===== src/mmu_defines.svh =====
`ifndef MMU_DEFINES_SVH
`define MMU_DEFINES_SVH

`define MMU_GRLEN      32
`define MMU_PABITS     32
`define MMU_CSR_BITS   14
`define MMU_EXC_BITS   6

// csr addresses
`define CSR_CRMD       14'h000
`define CSR_ESTAT      14'h005
`define CSR_TCFG       14'h041
`define CSR_TVAL       14'h042
`define CSR_TICLR      14'h044
`define CSR_DMW0       14'h180
`define CSR_DMW1       14'h181

// tcfg layout
`define TCFG_EN        0
`define TCFG_PERIODIC  1
`define TCFG_INIT_LSB  2
`define TCFG_INIT_BITS (`MMU_GRLEN - `TCFG_INIT_LSB)

`define ESTAT_TI       11

// tlb refill
`define EXC_TLBR       6'h3f

`endif


===== src/mmu_pkg.sv =====
`include "mmu_defines.svh"

package mmu_pkg;

   // current mode register
   typedef struct packed {
      logic [22:0] rsvd;
      logic [1:0]  datm;   // data access type in da mode
      logic [1:0]  datf;   // fetch access type in da mode
      logic        pg;
      logic        da;
      logic        ie;
      logic [1:0]  plv;
   } crmd_t;

   // direct map window
   typedef struct packed {
      logic [2:0]  vseg;
      logic        rsvd_28;
      logic [2:0]  pseg;
      logic [18:0] rsvd_24_6;
      logic [1:0]  mat;    // 0 is strongly ordered uncached
      logic        plv3;
      logic [1:0]  rsvd_2_1;
      logic        plv0;
   } dmw_t;

   // one write word seen as either register layout
   typedef union packed {
      logic [`MMU_GRLEN-1:0] raw;
      crmd_t                 crmd;
      dmw_t                  dmw;
   } csr_word_u;

endpackage


===== src/csr_regs.sv =====
`include "mmu_defines.svh"

module csr_regs (
   input  logic                       i_clk,
   input  logic                       i_rst_n,
   input  logic                       i_csr_wen,
   input  logic [`MMU_CSR_BITS-1:0]   i_csr_waddr,
   input  logic [`MMU_GRLEN-1:0]      i_csr_wdata,
   input  logic [`MMU_CSR_BITS-1:0]   i_csr_raddr,
   input  logic [`MMU_GRLEN-1:0]      i_tval,
   input  logic                       i_expire,
   output logic [`MMU_GRLEN-1:0]      o_csr_rdata,
   output mmu_pkg::crmd_t             o_crmd,
   output mmu_pkg::dmw_t              o_dmw0,
   output mmu_pkg::dmw_t              o_dmw1,
   output logic                       o_tcfg_wr,
   output logic                       o_tcfg_en,
   output logic                       o_tcfg_periodic,
   output logic [`TCFG_INIT_BITS-1:0] o_tcfg_init,
   output logic                       o_timer_int
);

   mmu_pkg::csr_word_u    wword;
   mmu_pkg::crmd_t        crmd_q;
   mmu_pkg::crmd_t        crmd_d;
   mmu_pkg::dmw_t         dmw0_q;
   mmu_pkg::dmw_t         dmw1_q;
   mmu_pkg::dmw_t         dmw_d;
   logic [`MMU_GRLEN-1:0] tcfg_q;
   logic [`MMU_GRLEN-1:0] tcfg_src;
   logic                  ti_q;

   // keep only the defined fields of the write word
   always_comb begin
      wword.raw   = i_csr_wdata;
      crmd_d      = '0;
      crmd_d.plv  = wword.crmd.plv;
      crmd_d.ie   = wword.crmd.ie;
      crmd_d.da   = wword.crmd.da;
      crmd_d.pg   = wword.crmd.pg;
      crmd_d.datf = wword.crmd.datf;
      crmd_d.datm = wword.crmd.datm;
      dmw_d       = '0;
      dmw_d.plv0  = wword.dmw.plv0;
      dmw_d.plv3  = wword.dmw.plv3;
      dmw_d.mat   = wword.dmw.mat;
      dmw_d.pseg  = wword.dmw.pseg;
      dmw_d.vseg  = wword.dmw.vseg;
   end

   always_ff @(posedge i_clk) begin
      if (!i_rst_n) begin
         crmd_q    <= '0;
         crmd_q.da <= 1'b1;   // come out of reset untranslated
         dmw0_q    <= '0;
         dmw1_q    <= '0;
         tcfg_q    <= '0;
         ti_q      <= 1'b0;
      end else begin
         if (i_csr_wen) begin
            case (i_csr_waddr)
               `CSR_CRMD: crmd_q <= crmd_d;
               `CSR_DMW0: dmw0_q <= dmw_d;
               `CSR_DMW1: dmw1_q <= dmw_d;
               `CSR_TCFG: tcfg_q <= i_csr_wdata;
               default: ;
            endcase
         end
         if (i_expire) begin
            ti_q <= 1'b1;   // expiry beats a same-cycle clear
         end else if (i_csr_wen && (i_csr_waddr == `CSR_TICLR) && i_csr_wdata[0]) begin
            ti_q <= 1'b0;
         end
      end
   end

   // timer sees the new tcfg in the write cycle
   assign o_tcfg_wr       = i_csr_wen && (i_csr_waddr == `CSR_TCFG);
   assign tcfg_src        = o_tcfg_wr ? i_csr_wdata : tcfg_q;
   assign o_tcfg_en       = tcfg_src[`TCFG_EN];
   assign o_tcfg_periodic = tcfg_src[`TCFG_PERIODIC];
   assign o_tcfg_init     = tcfg_src[`MMU_GRLEN-1:`TCFG_INIT_LSB];

   always_comb begin
      o_csr_rdata = '0;
      case (i_csr_raddr)
         `CSR_CRMD:  o_csr_rdata = crmd_q;
         `CSR_ESTAT: o_csr_rdata[`ESTAT_TI] = ti_q;
         `CSR_TCFG:  o_csr_rdata = tcfg_q;
         `CSR_TVAL:  o_csr_rdata = i_tval;
         `CSR_DMW0:  o_csr_rdata = dmw0_q;
         `CSR_DMW1:  o_csr_rdata = dmw1_q;
         default:    o_csr_rdata = '0;   // ticlr reads zero too
      endcase
   end

   assign o_crmd      = crmd_q;
   assign o_dmw0      = dmw0_q;
   assign o_dmw1      = dmw1_q;
   assign o_timer_int = ti_q & crmd_q.ie;

endmodule


===== src/dmw_translate.sv =====
`include "mmu_defines.svh"

module dmw_translate (
   input  logic [`MMU_GRLEN-1:0]    i_vaddr,
   input  mmu_pkg::crmd_t           i_crmd,
   input  mmu_pkg::dmw_t            i_dmw0,
   input  mmu_pkg::dmw_t            i_dmw1,
   output logic [`MMU_PABITS-1:0]   o_paddr,
   output logic                     o_hit,
   output logic                     o_uncache,
   output logic [`MMU_EXC_BITS-1:0] o_exccode
);

   // plv 1 and 2 never match a window
   function automatic logic win_match(input mmu_pkg::dmw_t win,
                                      input logic [1:0]    plv,
                                      input logic [2:0]    vseg);
      logic plv_ok;
      plv_ok = ((plv == 2'd0) && win.plv0) || ((plv == 2'd3) && win.plv3);
      return plv_ok && (win.vseg == vseg);
   endfunction

   logic [2:0]    vseg;
   logic          hit0;
   logic          hit1;
   mmu_pkg::dmw_t sel;

   assign vseg = i_vaddr[`MMU_GRLEN-1 -: 3];
   assign hit0 = win_match(i_dmw0, i_crmd.plv, vseg);
   assign hit1 = win_match(i_dmw1, i_crmd.plv, vseg);
   assign sel  = hit0 ? i_dmw0 : i_dmw1;   // dmw0 has priority

   always_comb begin
      if (i_crmd.da) begin
         o_paddr   = i_vaddr[`MMU_PABITS-1:0];
         o_hit     = 1'b1;
         o_uncache = (i_crmd.datm == 2'd0);
         o_exccode = '0;
      end else if (hit0 || hit1) begin
         o_paddr   = {sel.pseg, i_vaddr[`MMU_GRLEN-4:0]};
         o_hit     = 1'b1;
         o_uncache = (sel.mat == 2'd0);
         o_exccode = '0;
      end else begin
         // no page table here, so a miss is a refill
         o_paddr   = '0;
         o_hit     = 1'b0;
         o_uncache = 1'b0;
         o_exccode = `EXC_TLBR;
      end
   end

endmodule


===== src/dtlb_fsm.sv =====
`include "mmu_defines.svh"

module dtlb_fsm (
   input  logic                     i_clk,
   input  logic                     i_rst_n,
   input  logic                     i_req,
   input  logic                     i_cache_recv,
   input  logic [`MMU_PABITS-1:0]   i_paddr,
   input  logic                     i_hit,
   input  logic                     i_uncache,
   input  logic [`MMU_EXC_BITS-1:0] i_exccode,
   output logic                     o_finish,
   output logic [`MMU_PABITS-1:0]   o_paddr,
   output logic                     o_hit,
   output logic                     o_uncache,
   output logic [`MMU_EXC_BITS-1:0] o_exccode
);

   typedef enum logic {
      IDLE,
      DONE
   } state_t;

   state_t                   state_q;
   logic                     accept;
   logic [`MMU_PABITS-1:0]   paddr_q;
   logic                     hit_q;
   logic                     uncache_q;
   logic [`MMU_EXC_BITS-1:0] exccode_q;

   assign accept = (state_q == IDLE) && i_req;

   always_ff @(posedge i_clk) begin
      if (!i_rst_n) begin
         state_q <= IDLE;
      end else begin
         case (state_q)
            IDLE: if (i_req) state_q <= DONE;
            DONE: if (i_cache_recv) state_q <= IDLE;   // wait for the cache to take it
            default: state_q <= IDLE;
         endcase
      end
   end

   // result frozen from acceptance until recv
   always_ff @(posedge i_clk) begin
      if (accept) begin
         paddr_q   <= i_paddr;
         hit_q     <= i_hit;
         uncache_q <= i_uncache;
         exccode_q <= i_exccode;
      end
   end

   assign o_finish  = (state_q == DONE);
   assign o_paddr   = paddr_q;
   assign o_hit     = hit_q;
   assign o_uncache = uncache_q;
   assign o_exccode = exccode_q;

endmodule


===== src/mmu_top.sv =====
`include "mmu_defines.svh"

module mmu_top (
   input  logic                     i_clk,
   input  logic                     i_rst_n,
   input  logic                     i_csr_wen,
   input  logic [`MMU_CSR_BITS-1:0] i_csr_waddr,
   input  logic [`MMU_GRLEN-1:0]    i_csr_wdata,
   input  logic [`MMU_CSR_BITS-1:0] i_csr_raddr,
   output logic [`MMU_GRLEN-1:0]    o_csr_rdata,
   input  logic                     i_data_tlb_req,
   input  logic                     i_data_tlb_wr,      // no effect without page permissions
   input  logic [`MMU_GRLEN-1:0]    i_data_tlb_vaddr,
   input  logic                     i_dtlb_cache_recv,
   output logic                     o_dtlb_finish,
   output logic                     o_dtlb_hit,
   output logic [`MMU_PABITS-1:0]   o_dtlb_paddr,
   output logic                     o_dtlb_uncache,
   output logic [`MMU_EXC_BITS-1:0] o_dtlb_exccode,
   output logic                     o_timer_int
);

   mmu_pkg::crmd_t             crmd;
   mmu_pkg::dmw_t              dmw0;
   mmu_pkg::dmw_t              dmw1;
   logic                       tcfg_wr;
   logic                       tcfg_en;
   logic                       tcfg_periodic;
   logic [`TCFG_INIT_BITS-1:0] tcfg_init;
   logic [`MMU_GRLEN-1:0]      tval;
   logic                       expire;
   logic [`MMU_PABITS-1:0]     xlat_paddr;
   logic                       xlat_hit;
   logic                       xlat_uncache;
   logic [`MMU_EXC_BITS-1:0]   xlat_exccode;

   csr_regs u_csr_regs (
      .i_clk           (i_clk        ),
      .i_rst_n         (i_rst_n      ),
      .i_csr_wen       (i_csr_wen    ),
      .i_csr_waddr     (i_csr_waddr  ),
      .i_csr_wdata     (i_csr_wdata  ),
      .i_csr_raddr     (i_csr_raddr  ),
      .i_tval          (tval         ),
      .i_expire        (expire       ),
      .o_csr_rdata     (o_csr_rdata  ),
      .o_crmd          (crmd         ),
      .o_dmw0          (dmw0         ),
      .o_dmw1          (dmw1         ),
      .o_tcfg_wr       (tcfg_wr      ),
      .o_tcfg_en       (tcfg_en      ),
      .o_tcfg_periodic (tcfg_periodic),
      .o_tcfg_init     (tcfg_init    ),
      .o_timer_int     (o_timer_int  )
   );

   stable_timer u_stable_timer (
      .i_clk      (i_clk        ),
      .i_rst_n    (i_rst_n      ),
      .i_load     (tcfg_wr      ),
      .i_en       (tcfg_en      ),
      .i_periodic (tcfg_periodic),
      .i_init     (tcfg_init    ),
      .o_tval     (tval         ),
      .o_expire   (expire       )
   );

   dmw_translate u_dmw_translate (
      .i_vaddr   (i_data_tlb_vaddr),
      .i_crmd    (crmd            ),
      .i_dmw0    (dmw0            ),
      .i_dmw1    (dmw1            ),
      .o_paddr   (xlat_paddr      ),
      .o_hit     (xlat_hit        ),
      .o_uncache (xlat_uncache    ),
      .o_exccode (xlat_exccode    )
   );

   dtlb_fsm u_dtlb_fsm (
      .i_clk        (i_clk            ),
      .i_rst_n      (i_rst_n          ),
      .i_req        (i_data_tlb_req   ),
      .i_cache_recv (i_dtlb_cache_recv),
      .i_paddr      (xlat_paddr       ),
      .i_hit        (xlat_hit         ),
      .i_uncache    (xlat_uncache     ),
      .i_exccode    (xlat_exccode     ),
      .o_finish     (o_dtlb_finish    ),
      .o_paddr      (o_dtlb_paddr     ),
      .o_hit        (o_dtlb_hit       ),
      .o_uncache    (o_dtlb_uncache   ),
      .o_exccode    (o_dtlb_exccode   )
   );

endmodule


===== src/stable_timer.sv =====
`include "mmu_defines.svh"

module stable_timer (
   input  logic                       i_clk,
   input  logic                       i_rst_n,
   input  logic                       i_load,
   input  logic                       i_en,
   input  logic                       i_periodic,
   input  logic [`TCFG_INIT_BITS-1:0] i_init,
   output logic [`MMU_GRLEN-1:0]      o_tval,
   output logic                       o_expire
);

   logic [`MMU_GRLEN-1:0] tval_q;
   logic [`MMU_GRLEN-1:0] reload;
   logic                  run_q;

   assign reload = {i_init, {`TCFG_INIT_LSB{1'b0}}};   // initval << 2

   // one cycle at zero while running
   assign o_expire = run_q && (tval_q == '0);

   always_ff @(posedge i_clk) begin
      if (!i_rst_n) begin
         tval_q <= '0;
         run_q  <= 1'b0;
      end else if (i_load) begin
         tval_q <= reload;
         run_q  <= i_en;
      end else if (o_expire) begin
         if (i_periodic) begin
            tval_q <= reload;
         end else begin
            run_q <= 1'b0;   // one-shot parks at zero
         end
      end else if (run_q) begin
         tval_q <= tval_q - 1'b1;
      end
   end

   assign o_tval = tval_q;

endmodule

===== config.mk =====
export PLATFORM = sky130hd
export DESIGN_NAME = mmu_top
export DESIGN_NICKNAME = d
export VERILOG_FILES = /design/src/mmu_pkg.sv /design/src/csr_regs.sv /design/src/dmw_translate.sv /design/src/dtlb_fsm.sv /design/src/mmu_top.sv /design/src/stable_timer.sv
export VERILOG_INCLUDE_DIRS = /design/src /design/src/src
export SDC_FILE = /design/constraint.sdc
export NUM_CORES = 1
export LEC_CHECK = 0
export BUFFER_PORTS_ARGS = -buffer_cell sky130_fd_sc_hd__buf_2
export CORE_ASPECT_RATIO = 1.4
export CORE_UTILIZATION = 38
export DETAILED_ROUTE_END_ITERATION = 12
export HOLD_SLACK_MARGIN = 0.03
export PLACE_DENSITY = 0.69
export SETUP_SLACK_MARGIN = 0.5
export SKIP_LAST_GASP = 1
export SLEW_MARGIN = 20
export SYNTH_ARGS = -nofsm -noshare
export SYNTH_HDL_FRONTEND = slang
export SYNTH_SLANG_ARGS = --single-unit

===== constraint.sdc =====
create_clock -name i_clk -period 2.93 [get_ports i_clk]
set_input_delay 0.586 -clock i_clk [delete_from_list [all_inputs] [get_ports i_clk]]
set_output_delay 0.586 -clock i_clk [all_outputs]
set_load 0.005 [all_outputs]

# [Yosys cells after proc, flatten, opt, wreduce, memory -nomap -nowiden]
# Index checks and enable logic that the tools add are counted.
[totals] reg_bits=136 input_bits=98 out_inout_bits=74 wordCells=100
[op_classes] add_sub_neg=1 n_eq_ne=15 mux=23 n_bitwise=3 reduce_logical=32
[op_table] cell="two-way mux 32 bit" n=7
[op_table] cell="case mux 20 bit (4 select lines)" n=1
[op_table] cell="equality test 14 x 7 -> 1 bit, second input constant" n=4
[op_table] cell="equality test 14 x 9 -> 1 bit, second input constant" n=4
[op_table] cell="case mux 11 bit (5 select lines)" n=1
[op_table] cell="zero test 32 bit" n=1
[op_table] cell="subtractor 32 x 1 -> 32 bit, second input constant" n=1
[op_table] cell="zero test 14 bit" n=2
[op_table] cell="two-way mux 28 bit" n=1
[op_table] cell="equality test 14 x 3 -> 1 bit, second input constant" n=1
[op_table] cell="AND reduction 2 bit" n=7
[op_table] cell="logical AND 1 bit" n=11
[op_table] cell="two-way mux 1 bit" n=10
[op_table] cell="equality test 3 bit" n=2
[op_table] cell="zero test 2 bit" n=3
[op_table] cell="two-way mux 6 bit" n=1
[op_table] cell="nonzero test 2 bit" n=3
[op_table] cell="!= test 2 x 1 -> 1 bit, second input constant" n=2
[op_table] cell="logical OR 1 bit" n=3
[op_table] cell="!= test 3 x 1 -> 1 bit, second input constant" n=1
[op_table] cell="case mux 1 bit (3 select lines)" n=1
[op_table] cell="nonzero test 3 bit" n=1
[op_table] cell="equality test 2 bit, second input constant" n=1
[op_table] cell="inverter 1 bit" n=2
[op_table] cell="other kinds (3)" n=3

# [Logic depth before layout (Yosys ltp)]
[depth] depth_word=8 mapped_depth=11 mapped_depth_nobuf=8

# [Cells and area by module]
# Synthesis repeated with hierarchy kept, for this count alone.
[hier_totals] cells_unflattened=871 area_unflattened_um2=7817.5
[by_module_without_submodules] module="csr_regs" n_inst=1 cells_each=470 area_per_inst_um2=3826.2 seq_area_each_um2=1241.2
[by_module_without_submodules] module="stable_timer" n_inst=1 cells_each=288 area_per_inst_um2=2213.4 seq_area_each_um2=660.6
[by_module_without_submodules] module="dtlb_fsm" n_inst=1 cells_each=44 area_per_inst_um2=1241.2 seq_area_each_um2=1221.2
[by_module_without_submodules] module="dmw_translate" n_inst=1 cells_each=69 area_per_inst_um2=536.8 seq_area_each_um2=0.0

# [Least setup slack after synthesis]
# No wires, ideal clock.
[synth_timing] kind="input-to-output" startpoint="input i_csr_raddr[11]" endpoint="output o_csr_rdata[11]" arrival_ps=2364 t_required_ps=2344 slack_ps=-20 path_stages=7 path_buffers=1 path_cell_list="or4_1 -> nor2_1 -> nand3_1 -> nor4_1 -> clkbuf_1 -> a22oi_1 -> nand2_1"
[synth_via] elab_chain_len=2 elab_cells_between_ends=4 cone_classes="eq/ne (3); mux (1)"
[synth_rtl] element="start: declaration" line_no="mmu_top.sv:9" source="input logic [`MMU_CSR_BITS-1:0] i_csr_raddr,"
[synth_rtl] element="equality test 14 x 7 -> 1 bit / equality test 14 x 3 -> 1 bit (equally long branches)" line_no="csr_regs.sv:86" source="case (i_csr_raddr)"
[synth_rtl] element="case mux 1 bit (3 select lines) *" line_no="csr_regs.sv:86"
[synth_rtl] element="end: declaration" line_no="mmu_top.sv:10" source="output logic [`MMU_GRLEN-1:0] o_csr_rdata,"
# Every way passes the cells marked *; elsewhere a longest branch is shown, timed or not.

# [Worst setup path after layout]
[layout_timing] startpoint="input i_csr_raddr[11]" endpoint="output o_csr_rdata[29]"
[layout_via] elab_chain_len=2 elab_cells_between_ends=5 cone_classes="eq/ne (4); mux (1)"
[layout_rtl] element="equality test 14 x 9 -> 1 bit / equality test 14 x 7 -> 1 bit (equally long branches)" line_no="csr_regs.sv:86"
[layout_rtl] element="case mux 20 bit (4 select lines) *" line_no="csr_regs.sv:86"
# Marked as above.

==> flow_summary_export.csv <==
group,metric,value,unit
status,result_of_the_run,"completed",
sta,finalClockSkew,0.00610,ns
route,detailroute.via_count,7026,
pwr,p_per_area,468,mW/mm^2
setup_path,cp_data_required_time,2.34,ns
sta,min_period,2.89,ns
yosys,synth_common_cells,"sky130_fd_sc_hd__nand2_1 (141), sky130_fd_sc_hd__dfxtp_1 (96), sky130_fd_sc_hd__a21oi_1 (82)",
finish,antenna_diode_instance_count,0,
sta,maxSlewViolCount,0,
yosys,synth-async-reset-ratio,0,%
yosys,synth_edf_count,35,
sta,maxSlewHeadroom,40.3,%
setup_path,cp_max_fo,16,
route,wl,23200,um
cts,clk_pin_slew_worst_paths,0.05,ns
pwr,power.total,0.00427,W
cts,worstSkewPairLatency,0.42,ns
die,boundaryPins,172,
die,die_width,115,um
global_routing,grt_start_max_net_pins,74,
cts,clock_tree.buffer_depth,2,
sta,grt_setup_unrepaired,"yes",
route,routed_wire_length_per_instance,18.7,um
route,final_antenna_net_count,0,
global_routing,groute.usage.overall,24.7,%
pwr,cellLeakagePower,3.76,nW
global_routing,antenna_found_initial,0,
die,floorplan_core_area,0.0175,mm^2
cts,clock-root-buffer,"sky130_fd_sc_hd__clkbuf_16",
yosys,avgSynthCellArea,8.54,um^2
finish,n_fill_cell,1650,
worst_hold_path,min-delay-path-class,"input port to flip-flop",
sta,final.period_utilization,98.5,%
setup_path,critPathKind,"input port to primary output",
die,core.rowCount,57,
yosys,post_synthesis_sequential_element_count,131,
pwr,irDropWorstVdd,0.284,mV
sta,report.final.hold_viol_count,0,
cts,cts-buffers-inserted,17,
finish,register_area,0.00298,mm^2
yosys,primary_flip_flop_cell_chosen_by_synthesis_mapping,"sky130_fd_sc_hd__dfxtp_1",
finish,layout.nets,1090,
job,max_cap_violations,0,
cts,htree_levels,4,
yosys,yosys_warnings,0,
global_routing,grt_first_pass_wirelength,34900,um
cts,tritoncts,"done",
yosys,post_synth_inst_count,802,
placement,globalplace.congestion,0.950,
route,drt_iter0_drc,580,
setup_path,cp_data_arrival_time,2.30,ns
finish,multi_input_comb_area,0.00368,mm^2
cts,holdBufCountCts,0,
placement,post_dp_hpwl,15900,um
yosys,synth_top_cell_area_share,28.1,%
route,firstDrtPassIters,5,
yosys,synth.net_count,901,
finish,finalCoreUtilization,52.3,%
sta,achievable-frequency,0.346,GHz
global_routing,first_global_vias,6602,
finish,layout-drive-gt1-share,31.2,%
setup_path,setup.worst_path.start_class,"input port",
die,initial_utilization,39.2,%
route,detail_route.drc_violations,0,
yosys,netlist_area,0.00685,mm^2
placement,io_buf_count,170,
route,vias_per_cell,5.68,
yosys,part_of_the_yosys_area_used_for_sequential_elements,43.4,%
yosys,synth.lib_cells_used.distinct,70,
cts,clock-sinks,131,
global_routing,grt.overflow.total,0,
sta,worst_slew_pin_slew,0.894,ns
yosys,synth.area.top_cells,"sky130_fd_sc_hd__dfxtp_1 (28%), sky130_fd_sc_hd__edfxtp_1 (15%), sky130_fd_sc_hd__nand2_1 (7.7%)",
yosys,yosys.cell_count.top_type,"sky130_fd_sc_hd__nand2_1",
die,fp.dieArea,0.0186,mm^2
finish,synthToLayoutAreaGrowth,33.3,%
die,die_h,161,um
yosys,netlist.top_cell.by_area,"sky130_fd_sc_hd__dfxtp_1",
sta,setup_violations,0,
setup_path,timing.critical_path.to_type,"primary output",
-- what timing repair did --
action / 4_1_cts / 5_1_grt
setup buffers: 9 / 6
gates cloned: 2 / 3
endpoints found under the setup margin: 46 / 63
pin swaps: 5 / 18
gates resized for setup: 7 / 22
-- path summary, 6_finish.rpt --
path / start / depth (start not counted) / slack [ns] / endpoint
max: i_csr_raddr[11] / 10 / 0.04 / o_csr_rdata[29]
min: i_dtlb_cache_recv / 2 / 0.35 / u_dtlb_fsm.o_finish
max reg2reg: u_stable_timer.o_tval[0] / 11 / 0.49 / u_stable_timer.o_tval[12]
min reg2reg: u_csr_regs.tcfg_q[14] / 2 / 0.46 / u_csr_regs.tcfg_q[14]
-- per-stage QoR --
stage	worst slack, ns	hold slack, ns	instances	instance area [um^2]	TNS [ns]
after floorplan	0.214	0.441	802	6940	0
after global placement	-0.0276	0.454	1188	8180	-0.0468
after detailed placement	-0.0361	0.459	1188	8180	-0.123
after CTS	0.00498	0.336	1229	8950	0
after global routing	-0.0296	0.346	1238	9130	-0.146
final	0.0439	0.350	1238	9130	0
-- where the power goes --
| part | total [W] | switching [W] | internal, W |
|---|---|---|---|
| Clock | 0.00216 | 0.000753 | 0.00141 |
| Combinational | 0.000213 | 0.000116 | 0.0000969 |
| Sequential | 0.00190 | 0.00000778 | 0.00189 |
| Total | 0.00427 | 0.000877 | 0.00340 |
-- cell type report --
class                   count  area share [%]
multi-input cells         593            40.3
clock inverters             3           0.713
flip-flops and latches    131            32.6
clock buffers              27            5.85
well taps                 236            3.23
inverters                  12           0.493
repair buffers            236            16.8
-- worst max-delay path, cell delays in order --
cell	delay (ns)
sky130_fd_sc_hd__buf_6	0.09
sky130_fd_sc_hd__or4_4	0.54
sky130_fd_sc_hd__nor2_4	0.16
sky130_fd_sc_hd__nand3_4	0.10
sky130_fd_sc_hd__buf_6	0.13
sky130_fd_sc_hd__nor2_4	0.14
sky130_fd_sc_hd__buf_12	0.18
sky130_fd_sc_hd__a222oi_1	0.16
sky130_fd_sc_hd__nand2_1	0.10
sky130_fd_sc_hd__buf_2	0.11
-- cell usage in the layout, fill, tap and decap left out, types with 20 or more instances in the layout --
cell type                     n
sky130_fd_sc_hd__nand3_1     20
sky130_fd_sc_hd__clkbuf_16   20
sky130_fd_sc_hd__a22o_1      20
sky130_fd_sc_hd__a21oi_1     82
sky130_fd_sc_hd__edfxtp_1    35
sky130_fd_sc_hd__buf_2      170
sky130_fd_sc_hd__buf_4       50
sky130_fd_sc_hd__dfxtp_1     93
sky130_fd_sc_hd__nor2_1      51
sky130_fd_sc_hd__nor2b_1     29
sky130_fd_sc_hd__nand2_1    139
-- per-layer routing --
layer	routed length, um	part of all wire (%)	vias to the layer above	track usage, %
li1	-	-	3323	-
met1	8930	39	3296	28.0
met2	11800	51	344	42.8
met3	1470	6.4	63	4.91
met4	984	4.2	0	13.5
met5	0	0	-	0
-- logic make-up (layout without fill, tap and decap cells) --
| family | after synthesis | in the layout | share of synthesized area, % |
|---|---|---|---|
| AO/OA/AOI/OAI | 210 | 210 | 20.5 |
| XOR/XNOR | 26 | 26 | 3.33 |
| adder cells (fa/ha/maj) | 1 | 1 | 0.183 |
| buffers and inverters | 78 | 278 | 5.24 |
| flip-flops | 131 | 131 | 43.4 |
| multiplexers | 17 | 17 | 2.54 |
| AND/OR/NAND/NOR | 339 | 339 | 24.8 |
-- sequential cells by signal (all words and copies together) (netlist names), 9 cells and up --
signal and flops:
u_csr_regs.o_crmd 9, u_csr_regs.o_dmw0 10, u_csr_regs.o_dmw1 10, u_csr_regs.tcfg_q 32, u_dtlb_fsm.o_paddr 32, u_stable_timer.o_tval 32
(Power assumes the default switching activity.)
